## config.mk

```make
export PLATFORM = sky130hd
export DESIGN_NAME = sifhTop
export DESIGN_NICKNAME = d
export VERILOG_FILES = /design/src/hdl/sifhPkg.sv /design/src/hdl/dataFilter.sv /design/src/hdl/frameSequencer.sv /design/src/hdl/histUpdater.sv /design/src/hdl/sifhTop.sv /design/src/hdl/windowCalc.sv
export SDC_FILE = /design/constraint.sdc
export NUM_CORES = 1
export LEC_CHECK = 0
export BUFFER_PORTS_ARGS = -buffer_cell sky130_fd_sc_hd__clkbuf_2
export CAP_MARGIN = 15
export CELL_PAD_IN_SITES_DETAIL_PLACEMENT = 1
export CELL_PAD_IN_SITES_GLOBAL_PLACEMENT = 1
export CORE_UTILIZATION = 40
export DETAILED_ROUTE_END_ITERATION = 7
export PLACE_DENSITY = 0.76
export SLEW_MARGIN = 0
export SYNTH_ARGS = -nofsm -noshare
export SYNTH_HDL_FRONTEND = slang
export SYNTH_SLANG_ARGS = --single-unit
```

## constraint.sdc

```tcl
create_clock -name clk -period 11.5 [get_ports clk]
set_input_delay 0 -clock clk [delete_from_list [all_inputs] [get_ports clk]]
set_output_delay 0 -clock clk [all_outputs]
set_load 0.05 [all_outputs]
```

## src/hdl/sifhPkg.sv

```systemverilog
// Shared sizes, window constants and bus structs for the SiFH peak finder
// Every RTL file refers to these by scoped name
`default_nettype none

package sifhPkg;

    // **************************************************
    // Frame geometry
    localparam int SAMPLE_W  = 8;               // Time sample width
    localparam int BIN_W     = 4;               // 16 bins per histogram
    localparam int PIXEL_NUM = 4;
    localparam int PIXEL_W   = 2;
    localparam int DATA_NUM  = 4;               // Samples per pixel per acquisition
    localparam int ACQ_NUM   = 2;               // Acquisitions per frame, 32 samples per pass
    localparam int DATA_W    = $clog2(DATA_NUM);
    localparam int ACQ_W     = $clog2(ACQ_NUM);
    localparam int COUNT_W   = 4;               // Max count is 8
    localparam int BIN_NUM   = 1 << BIN_W;
    localparam int HIST_DEPTH = PIXEL_NUM * BIN_NUM;

    // Last counter values, sized for direct compares
    localparam logic [DATA_W-1:0]  DATA_LAST  = DATA_W'(DATA_NUM - 1);
    localparam logic [PIXEL_W-1:0] PIXEL_LAST = PIXEL_W'(PIXEL_NUM - 1);
    localparam logic [ACQ_W-1:0]   ACQ_LAST   = ACQ_W'(ACQ_NUM - 1);

    // Window rule
    localparam logic [SAMPLE_W-1:0] HALF_WIN      = 8'd8;
    localparam logic [SAMPLE_W-1:0] WIN_MAX_LOWER = 8'd240;   // Keeps lower+15 within 255

    // **************************************************
    // Buses
    typedef struct packed {
        logic               valid;
        logic [PIXEL_W-1:0] pixel;
        logic [BIN_W-1:0]   bin;
        logic               lastOfPass;     // Final sample of a pass, even when rejected
    } binReq_t;

    typedef struct packed {
        logic               fine;           // 0 coarse, 1 fine
        logic [PIXEL_W-1:0] pixel;
        logic               lastOfPass;
    } seqState_t;

    typedef struct packed {
        logic [PIXEL_NUM-1:0][BIN_W-1:0] bin;
    } peakSet_t;

    typedef struct packed {
        logic [PIXEL_NUM-1:0][SAMPLE_W-1:0] lower;
    } windowSet_t;

    typedef struct packed {
        logic [PIXEL_NUM-1:0][SAMPLE_W-1:0] peakTime;
    } resultSet_t;

endpackage

`default_nettype wire

```

## src/hdl/dataFilter.sv

```systemverilog
// Sample to bin mapping for the current pass
// Coarse pass keeps the top bits, fine pass takes the offset inside the
// pixel's window and drops anything outside it
`timescale 1ns/1ps
`default_nettype none

module dataFilter (
    input  logic                            sampleValid,
    input  logic [sifhPkg::SAMPLE_W-1:0]    sample,
    input  sifhPkg::seqState_t              seq,
    input  sifhPkg::windowSet_t             windows,
    output sifhPkg::binReq_t                req
);

    logic [sifhPkg::SAMPLE_W-1:0] lower;       // Window base of this pixel
    logic [sifhPkg::SAMPLE_W-1:0] offset;
    logic                         inWindow;

    always_comb begin
        lower  = windows.lower[seq.pixel];
        offset = sample - lower;
        // Above the base and less than one histogram wide
        inWindow = (sample >= lower) && (offset[sifhPkg::SAMPLE_W-1:sifhPkg::BIN_W] == '0);

        req.pixel      = seq.pixel;
        req.lastOfPass = sampleValid && seq.lastOfPass;  // Passes even on reject
        if (seq.fine) begin
            req.bin   = offset[sifhPkg::BIN_W-1:0];
            req.valid = sampleValid && inWindow;         // Outliers dropped
        end else begin
            req.bin   = sample[sifhPkg::SAMPLE_W-1 -: sifhPkg::BIN_W];
            req.valid = sampleValid;
        end
    end

endmodule

`default_nettype wire

```

## src/hdl/frameSequencer.sv

```systemverilog
// Stream position tracker
// Counts samples, pixels and acquisitions on each strobe and flips the pass
// Outputs describe the strobe of the current cycle
`timescale 1ns/1ps
`default_nettype none

module frameSequencer (
    input  logic                clk,
    input  logic                combin_res,
    input  logic                sampleValid,
    output sifhPkg::seqState_t  seq
);

    logic [sifhPkg::DATA_W-1:0]  dataCnt;     // Sample within pixel
    logic [sifhPkg::PIXEL_W-1:0] pixelCnt;
    logic [sifhPkg::ACQ_W-1:0]   acqCnt;
    logic                        finePass;
    logic                        lastData;
    logic                        lastPixel;
    logic                        lastAcq;

    assign lastData  = (dataCnt == sifhPkg::DATA_LAST);
    assign lastPixel = (pixelCnt == sifhPkg::PIXEL_LAST);
    assign lastAcq   = (acqCnt == sifhPkg::ACQ_LAST);

    assign seq.fine       = finePass;
    assign seq.pixel      = pixelCnt;
    assign seq.lastOfPass = lastData && lastPixel && lastAcq;  // Not gated by strobe

    // **************************************************
    // Nested counters, stream order acq > pixel > sample
    always_ff @(posedge clk or negedge combin_res) begin
        if (!combin_res) begin
            dataCnt  <= '0;
            pixelCnt <= '0;
            acqCnt   <= '0;
            finePass <= 1'b0;                   // Start in coarse pass
        end else if (sampleValid) begin
            dataCnt <= dataCnt + 1'b1;          // Wraps at DATA_NUM
            if (lastData) begin
                pixelCnt <= pixelCnt + 1'b1;
                if (lastPixel) begin
                    acqCnt <= acqCnt + 1'b1;
                    if (lastAcq) begin
                        finePass <= ~finePass;  // Pass complete
                    end
                end
            end
        end
    end

    // Pass only flips as all counters wrap to the start of a frame
    passFlipAtWrap: assert property (@(posedge clk) disable iff (!combin_res)
        (finePass != $past(finePass)) |->
            (dataCnt == '0 && pixelCnt == '0 && acqCnt == '0));

endmodule

`default_nettype wire

```

## src/hdl/histUpdater.sv

```systemverilog
// Per-pixel histograms with lazy clear and running peak search
// Counts are written at the strobe edge, the maximum one edge later
// At pass end the peaks are frozen for windowCalc and passDone pulses
`timescale 1ns/1ps
`default_nettype none

module histUpdater (
    input  logic                clk,
    input  logic                combin_res,
    input  sifhPkg::binReq_t    req,
    input  logic                fine,
    output sifhPkg::peakSet_t   peaks,
    output logic                passDone,
    output logic                donePassFine
);

    // **************************************************
    // Bin storage
    logic [sifhPkg::COUNT_W-1:0]            binMem [sifhPkg::HIST_DEPTH];
    logic [sifhPkg::HIST_DEPTH-1:0]         binValid;   // 0 means bin reads as empty
    logic [sifhPkg::PIXEL_W+sifhPkg::BIN_W-1:0] addr;
    logic [sifhPkg::COUNT_W-1:0]            curCount;
    logic [sifhPkg::COUNT_W-1:0]            newCount;

    // Stage into the maximum update
    logic                                   stgValid;
    logic                                   stgLast;
    logic                                   stgFine;
    logic [sifhPkg::PIXEL_W-1:0]            stgPixel;
    logic [sifhPkg::BIN_W-1:0]              stgBin;
    logic [sifhPkg::COUNT_W-1:0]            stgCount;

    // Running peak search
    logic [sifhPkg::PIXEL_NUM-1:0][sifhPkg::COUNT_W-1:0] runMax;
    logic [sifhPkg::PIXEL_NUM-1:0][sifhPkg::COUNT_W-1:0] nextMax;
    sifhPkg::peakSet_t                      runPeak;
    sifhPkg::peakSet_t                      nextPeak;
    sifhPkg::peakSet_t                      peakHold;   // Peaks of the last finished pass
    logic                                   doneDly;
    logic                                   doneDlyFine;

    assign addr     = {req.pixel, req.bin};
    assign curCount = binValid[addr] ? binMem[addr] : '0;
    assign newCount = curCount + 1'b1;      // Invalid bin is written as 1

    always_ff @(posedge clk) begin
        if (req.valid) begin
            binMem[addr] <= newCount;
        end
    end

    // Last request of a pass wipes the valid bits, so the next strobe starts clean
    always_ff @(posedge clk or negedge combin_res) begin
        if (!combin_res) begin
            binValid <= '0;
        end else if (req.lastOfPass) begin
            binValid <= '0;
        end else if (req.valid) begin
            binValid[addr] <= 1'b1;
        end
    end

    always_ff @(posedge clk or negedge combin_res) begin
        if (!combin_res) begin
            stgValid <= 1'b0;
            stgLast  <= 1'b0;
            stgFine  <= 1'b0;
        end else begin
            stgValid <= req.valid;
            stgLast  <= req.lastOfPass;
            stgFine  <= fine;               // Pass of the strobe, before the flip
        end
    end

    always_ff @(posedge clk) begin
        stgPixel <= req.pixel;
        stgBin   <= req.bin;
        stgCount <= newCount;
    end

    // **************************************************
    // Strictly greater, so the first bin to reach the top stays
    always_comb begin
        nextMax  = runMax;
        nextPeak = runPeak;
        if (stgValid && (stgCount > runMax[stgPixel])) begin
            nextMax[stgPixel]      = stgCount;
            nextPeak.bin[stgPixel] = stgBin;
        end
    end

    always_ff @(posedge clk or negedge combin_res) begin
        if (!combin_res) begin
            runMax       <= '0;
            runPeak      <= '0;
            peakHold     <= '0;
            doneDly      <= 1'b0;
            doneDlyFine  <= 1'b0;
            passDone     <= 1'b0;
            donePassFine <= 1'b0;
        end else begin
            doneDly      <= stgLast;
            doneDlyFine  <= stgFine;
            passDone     <= doneDly;        // 2 cycles after the final strobe edge
            donePassFine <= doneDlyFine;
            if (stgLast) begin
                peakHold <= nextPeak;       // Freeze, then restart at bin 0
                runMax   <= '0;
                runPeak  <= '0;
            end else begin
                runMax   <= nextMax;
                runPeak  <= nextPeak;
            end
        end
    end

    // Forward the final peaks while the last update is in flight
    assign peaks = stgLast ? nextPeak : peakHold;

    countNoOverflow: assert property (@(posedge clk) disable iff (!combin_res)
        req.valid |-> (curCount != '1));

    passDoneSingle: assert property (@(posedge clk) disable iff (!combin_res)
        passDone |=> !passDone);

endmodule

`default_nettype wire

```

## src/hdl/sifhTop.sv

```systemverilog
// Top of the two-pass histogram peak finder
// Feed one sample per strobe in stream order, each frame twice
// resultValid pulses once per frame with the per-pixel peak times
`timescale 1ns/1ps
`default_nettype none

module sifhTop (
    input  logic                            clk,
    input  logic                            combin_res,
    input  logic                            sampleValid,
    input  logic [sifhPkg::SAMPLE_W-1:0]    sample,
    output sifhPkg::resultSet_t             results,
    output logic                            resultValid
);

    sifhPkg::seqState_t     seq;
    sifhPkg::binReq_t       req;
    sifhPkg::windowSet_t    windows;
    sifhPkg::peakSet_t      peaks;
    logic                   passDone;
    logic                   donePassFine;

    frameSequencer u_frameSequencer (
        .clk         (clk),
        .combin_res  (combin_res),
        .sampleValid (sampleValid),
        .seq         (seq)
    );

    dataFilter u_dataFilter (
        .sampleValid (sampleValid),
        .sample      (sample),
        .seq         (seq),
        .windows     (windows),
        .req         (req)
    );

    histUpdater u_histUpdater (
        .clk          (clk),
        .combin_res   (combin_res),
        .req          (req),
        .fine         (seq.fine),
        .peaks        (peaks),
        .passDone     (passDone),
        .donePassFine (donePassFine)
    );

    windowCalc u_windowCalc (
        .clk          (clk),
        .combin_res   (combin_res),
        .peaks        (peaks),
        .passDone     (passDone),
        .donePassFine (donePassFine),
        .windows      (windows),
        .results      (results),
        .resultValid  (resultValid)
    );

endmodule

`default_nettype wire

```

## src/hdl/windowCalc.sv

```systemverilog
// Window placement and final result
// Coarse peaks give a 16 wide window per pixel, clamped at both ends
// Fine peaks plus the window base give the reported times
`timescale 1ns/1ps
`default_nettype none

module windowCalc (
    input  logic                    clk,
    input  logic                    combin_res,
    input  sifhPkg::peakSet_t       peaks,
    input  logic                    passDone,
    input  logic                    donePassFine,
    output sifhPkg::windowSet_t     windows,
    output sifhPkg::resultSet_t     results,
    output logic                    resultValid
);

    logic [sifhPkg::PIXEL_NUM-1:0][sifhPkg::SAMPLE_W-1:0] centre;
    sifhPkg::windowSet_t    winHold;    // Bases used for the fine result
    logic                   winOk;

    // **************************************************
    // Window rule, live from the held peaks
    always_comb begin
        winOk = 1'b1;
        for (int p = 0; p < sifhPkg::PIXEL_NUM; p++) begin
            centre[p] = {peaks.bin[p], {(sifhPkg::SAMPLE_W-sifhPkg::BIN_W){1'b0}}};
            if (centre[p] < sifhPkg::HALF_WIN) begin
                windows.lower[p] = '0;                      // Bottom edge
            end else begin
                windows.lower[p] = centre[p] - sifhPkg::HALF_WIN;
            end
            if (windows.lower[p] > sifhPkg::WIN_MAX_LOWER) begin
                windows.lower[p] = sifhPkg::WIN_MAX_LOWER;  // Top edge
            end
            // Window still covers the coarse centre
            winOk = winOk && (centre[p] >= windows.lower[p]) &&
                    (centre[p] - windows.lower[p] <= sifhPkg::HALF_WIN);
        end
    end

    always_ff @(posedge clk or negedge combin_res) begin
        if (!combin_res) begin
            winHold     <= '0;
            results     <= '0;
            resultValid <= 1'b0;
        end else begin
            resultValid <= passDone && donePassFine;
            if (passDone && !donePassFine) begin
                winHold <= windows;                         // Coarse pass done
            end
            if (passDone && donePassFine) begin
                for (int p = 0; p < sifhPkg::PIXEL_NUM; p++) begin
                    results.peakTime[p] <= winHold.lower[p] +
                        {{(sifhPkg::SAMPLE_W-sifhPkg::BIN_W){1'b0}}, peaks.bin[p]};
                end
            end
        end
    end

    windowInRange: assert property (@(posedge clk) disable iff (!combin_res) winOk);

endmodule

`default_nettype wire

```

==> results of run 1 <==
==> metrics by stage <==
stage | hold WS, ns | total power, µW
floorplan | -0.296 | 4040
global placement | 0.0261 | 4840
detailed placement | 0.0374 | 4980
CTS | 0.290 | 6580
global route | 0.335 | 6920
finish | 0.314 | 6680
==> power by group through the flow <==
| stage | Sequential, µW | Combinational, µW | Clock [µW] |
|---|---|---|---|
| floorplan | 2620 | 1420 | 0 |
| global route | 2640 | 2610 | 1660 |
| global placement | 2640 | 2200 | 0 |
| detailed placement | 2660 | 2320 | 0 |
| finish | 2620 | 2470 | 1590 |
| CTS | 2640 | 2340 | 1600 |
==> area by class of cell <==
class | instances | area (µm²)
Sequential cell | 444 | 12300
Multi-Input combinational cell | 881 | 6090
Tap cell | 607 | 759
Fill cell | 4721 | 25100
Clock buffer | 61 | 1240
Clock inverter | 25 | 334
Inverter | 37 | 139
Timing Repair Buffer | 78 | 559
==> worst max-delay path, cell delays in order (launching register included) <==
cell	delay (ns)
dfxtp_1	0.64
mux4_2	0.59
inv_1	0.07
ha_1	0.30
nand4_1	0.20
nand2_4	0.11
a2111oi_4	0.83
mux2i_1	0.24
a21o_1	0.26
ha_1	0.24
a211o_1	0.23
or4_1	0.44
o211ai_1	0.13
nand4_1	0.15
ha_1	0.31
a21o_1	0.11
buf_4	0.30
inv_1	0.40
a2111oi_0	0.75
o211ai_1	0.32
o311ai_0	0.30
a32oi_1	0.31
or2_2	0.37
inv_1	0.07
ha_2	0.53
buf_12	0.28
==> metal layers <==
metal,vias to the layer above,global-route usage [%]
li1,5519,-
met2,728,39.3
met3,158,5.25
met5,-,0
met4,0,7.82
met1,6734,33.8
==> state kept, by name, summed over array words and instances, names as in the netlist, 4 cells and up <==
name                    count
u_histUpdater.runPeak      16
u_histUpdater.binMem      256
u_histUpdater.peakHold     16
u_histUpdater.stgBin        4
u_histUpdater.runMax       16
u_windowCalc.results       32
u_windowCalc.winHold       20
u_histUpdater.binValid     64
u_histUpdater.stgCount      4
==> cell usage after synthesis, types with 5 or more instances <==
master     number
o21a_1         69
buf_1           5
a21o_1         21
nor2_1        148
mux2_2         38
clkbuf_8        6
dfrtp_1       178
a211oi_1        5
ha_1           27
o31ai_1         5
or4_1           7
xor2_1         11
and3_1          6
edfxtp_1      256
dfxtp_1        10
mux2i_1        50
mux4_2         10
a21oi_1        23
o211ai_1       19
a311oi_1        5
a221oi_1        8
inv_1          31
nand4_1         7
nor3_1         20
xnor2_1         7
o2111ai_1      10
a22oi_1        12
a211o_1         9
buf_2          26
o22ai_1        44
nand3_1        27
clkbuf_1       42
o21ai_0        69
nand2_1       115
and2_1          7
o221ai_1       14
a31oi_1         7
==> final timing paths <==
check | from | endpoint | cells after the start
max | u_histUpdater.stgPixel[0] | u_histUpdater.binMem[2][1] | 25
max in group asynchronous | combin_res | u_histUpdater.stgLast | 5
max reg2reg | u_histUpdater.stgPixel[0] | u_histUpdater.binMem[2][1] | 25
min | sample[7] | u_histUpdater.stgValid | 6
min reg2reg | u_histUpdater.doneDlyFine | u_histUpdater.donePassFine | 0
min in group asynchronous | combin_res | u_histUpdater.binValid[9] | 3
==> cell families after synthesis <==
kind of cell	share of synthesized area, %
flops	65.3
compound gates	14.3
simple gates	8.67
buf+inv	2.80
mux	6.18
fa+ha+maj	1.89
xor+xnor	0.835
==> impl_metrics.toml, run 1 <==
[pwr]
clkPwrFrac_pct = 23.8
power_density_mw_per_mm2 = 311
ir_drop_mv = 0.277
p_leak_uw = 0.00815
switching_power_uw = 2550
swShare_pct = 38.1
power.internal_uw = 4130
combPwrFrac_pct = 37.0
power_frac_seq_pct = 39.2

[drt]
firstDrtPassIters = 5
dr_wl_met3_mm = 5.61
routedWlPerCell_um = 27.5
drt-initial-drc-count = 1574
m1WireLength_mm = 23.9
via_count = 13100
via_per_inst = 6.16
top_layer_used = "met4"
ant_nets = 0
wl_met2_mm = 27.3
routed_wl_mm = 58.6
route.detailed.drc = 0

[clock_network]
ctsResizeCount = 0
cts-htree-levels = 2
cts_root_buffer = "clkbuf_16"
cts.sinks = 444
cts_hold_buffers = 4
cts_tree = "yes"
insertion_delay_ns = 0.60
clk_pin_slew_ns = 0.06
cts_max_path_buffers = 3
postCtsSetupRepairBufs = 0
cts_buffers = 46

[worst_hold_path]
hp-class = "input pin to register"

[timing]
tightest_slew_ns = 0.944
period_share_pct = 75.8
timing.final.ws_setup_ns = 2.78
finalSetupViolCount = 0
skew_ns = 0.0285
relSlewSlack_pct = 35.4
rsz0062_at_grt = "false"
timing.fmax_mhz = 115
timing.setup.tns_ns = 0
hold_viol_final = 0
post-route-min-period_ns = 8.72
drv_slew = 0

[critical_path]
path_max_fanout = 43
critical_path_required_ns = 11.90
reg2reg_slack_ns = 2.78
cp-start-kind = "register"
critical_path_class = "register to register"
critPathCaptureType = "register"
arrival_ns = 9.12

[synthesis]
syn_area_mm2 = 0.0189
synth_nets = 1480
yosysUniqueCellTypes = 85
synth_cells = 1441
synthArstFlopShare_pct = 40.1
ys_seq_elements = 444
yosysSeqAreaShare_pct = 65.3
synth_edf_count = 256
postSynthAreaPerCell_um2 = 13.1
synthTopCellsByArea = "edfxtp_1 41%, dfrtp_1 24%, nor2_1 2.9%, o21a_1 2.7%, mux2i_1 2.6%"
yosysWarnings = 0
synth_top_area_cell = "edfxtp_1"
synth_ff_type = "edfxtp_1"
synth.top_cell.area_share_pct = 40.7

[floorplan]
core_mm2 = 0.0466
ios = 44
rows = 79
start_util_pct = 40.6
fp.dieH_um = 219
die_w_um = 219
dieArea_mm2 = 0.0481

[place]
io_buffer_count = 43
hpwlAfterDp_mm = 37.0
gp_congestion = 0.893
pre_cts_ws_ns = 2.28
dp.cells = 2040
dpl_cell_area_mm2 = 0.0198

[finish]
syn2layout_area_growth_pct = 13.6
fin_cells = 2133
antenna_cells = 0
nets = 1527
layout_common_cells = "256 x edfxtp_1, 177 x dfrtp_1, 148 x nor2_1, 115 x nand2_1"
postLayoutCoreUtil_pct = 46.1
postLayoutCellArea_mm2 = 0.0215
final_common_cell = "edfxtp_1"
drive_gt1_share_pct = 14.5

[global_route]
grt_max_degree = 66
grt_antenna_before_repair = 0
grt_overflow = 0
grt_pass1_vias = 13800
grt_pass1_wl_mm = 88.7
grt_use_total_pct = 24.8

[run_status]
outcome = "finished clean"

[job]
cap_violations = 0
Power figures use the tool's default switching activity.
==> inputs of run 2 (changes only) <==
- clock period: 11.5 -> 9 ns (I/O delays scaled with it)
==> run 2 against run 1 <==
Cell count shrank 0.19%. Sequential share of layout area grew 0.66 points. Power grew 23%. Clock power grew 14%. Routed wire length shrank 2.6%. Register-to-register slack lost 2.1 ns. Largest power group unchanged. Highest routed layer unchanged. Sequential cell count is the same. Hold slack lost 0.21 ns. Final area shrank 1.1%.
==> impl_metrics.toml, run 2 (synthesis gave the netlist of run 1 again) <==
[run_status]
outcome = "finished clean"

[clock_network]
cts.sinks = 444
cts_root_buffer = "clkbuf_16"
cts_max_path_buffers = 3
cts_buffers = 45
insertion_delay_ns = 0.60
ctsResizeCount = 0
cts-htree-levels = 2
clk_pin_slew_ns = 0.06
cts_tree = "yes"

[pwr]
power_density_mw_per_mm2 = 388
ir_drop_mv = 0.309
p_leak_uw = 0.00805
fin_total_pwr_uw = 8230

[floorplan]
core_mm2 = 0.0466
rows = 79
fp.dieH_um = 219
ios = 44
start_util_pct = 40.6
dieArea_mm2 = 0.0481
die_w_um = 219

[timing]
tightest_slew_ns = 1.05
timing.final.ws_setup_ns = 0.683
timing.setup.tns_ns = 0
finalSetupViolCount = 0
skew_ns = 0.0466
period_share_pct = 92.4
post-route-min-period_ns = 8.32
timing.fmax_mhz = 120
rsz0062_at_grt = "false"
hold_viol_final = 0
relSlewSlack_pct = 30.2
timing.hold.ws_ns = 0.101
drv_slew = 0

[finish]
drive_gt1_share_pct = 14.0
final_common_cell = "edfxtp_1"
layout_common_cells = "256 x edfxtp_1, 177 x dfrtp_1, 148 x nor2_1, 115 x nand2_1"
fin_cells = 2129
nets = 1523
syn2layout_area_growth_pct = 12.3
reg_top3 = "u_histUpdater.binMem: 256 flops, u_histUpdater.binValid: 64 flops, u_windowCalc.results: 32 flops"
largest_reg_flops = 256
regMostFlops = "u_histUpdater.binMem"

[critical_path]
crit_top_cell = "ha_1"
cp_cell_sequence = "mux4_2 -> inv_1 -> ha_1 -> nand4_1 -> nand2_4 -> a2111oi_4 -> mux2i_1 -> a21o_1 -> ha_1 -> or4_1 -> o211ai_1 -> nand4_1 -> ha_1 -> a21o_1 -> inv_1 -> buf_4 -> o21ai_1 -> a211oi_1 -> o32a_1 -> o211ai_1 -> nor4_1 -> mux2i_4 -> buf_4"
cp-start-kind = "register"
critical_path_required_ns = 9.35
arrival_ns = 8.67
cp.buffers_inverters = 4
cpMaxStageDelayCell = "a2111oi_4"
cp_top_family = "compound AO/OA/AOI/OAI gates"
critical_path_class = "register to register"
critPathCaptureType = "register"
path_max_fanout = 32
crit_path_max_incr_delay_ns = 0.77

[place]
dp.cells = 2042
gp_congestion = 0.891
hpwlAfterDp_mm = 36.6
pre_cts_ws_ns = 0.760
io_buffer_count = 43

[global_route]
grt_pass1_vias = 13500
grt_pass1_wl_mm = 86.2
grt_overflow = 0
grt_use_total_pct = 24.1
grt_max_degree = 112
grt_antenna_before_repair = 1

[drt]
route.detailed.drc = 0
ant_nets = 0
drt-initial-drc-count = 1304
routed_wl_mm = 57.1
routedWlPerCell_um = 26.8
firstDrtPassIters = 6
via_count = 13000
via_per_inst = 6.10

[job]
cap_violations = 0

[worst_hold_path]
hp-class = "input pin to async pin"
-- run 2: report_power, final --
part,switching [µW],leakage (µW),total (µW),internal [µW]
Sequential,230,0.00473,3360,3130
Clock,814,0.000692,1810,1000
Combinational,2140,0.00263,3050,915
-- run 2: what timing repair did --
action,4_1_cts,5_1_grt
buffers inserted,0,0
hold buffers,2,0
hold endpoints to repair,115,0
-- run 2: final timing paths --
path / startpoint / to / slack [ns] / cells past startpoint
max: u_histUpdater.stgPixel[0] / u_histUpdater.binMem[59][3] / 0.68 / 23
max reg2reg: u_histUpdater.stgPixel[0] / u_histUpdater.binMem[59][3] / 0.68 / 23
max in group asynchronous: combin_res / u_histUpdater.stgLast / 7.29 / 3
min in group clk: sample[0] / u_histUpdater.stgBin[0] / 0.29 / 4
min reg2reg: u_histUpdater.doneDlyFine / u_histUpdater.donePassFine / 0.35 / 0
min: combin_res / u_histUpdater.binValid[36] / 0.10 / 2
-- run 2: through the flow --
step | cell area, µm² | utilization (%)
2_1_floorplan | 18900 | -
3_3_place_gp | 19800 | 42.5
3_5_place_dp | 19800 | 42.5
4_1_cts | 21200 | 45.6
5_1_grt | 21200 | 45.6
6_report | 21200 | 45.6
-- run 2: routing by layer --
metal | wire length [µm] | track usage [%]
met4 | 1690 | 7.85
met3 | 4730 | 5.27
met5 | 0 | 0
met1 | 23800 | 32.6
met2 | 26900 | 38.4
-- run 2: area by class of cell --
class | instances | area (µm²)
clock inverters | 18 | 159
multi-input cells | 881 | 6090
flip-flops and latches | 444 | 12300
diodes | 1 | 2.50
fillers | 4722 | 25300
inverters | 37 | 139
clock buffers | 66 | 1240
repair buffers | 75 | 482
well taps | 607 | 759
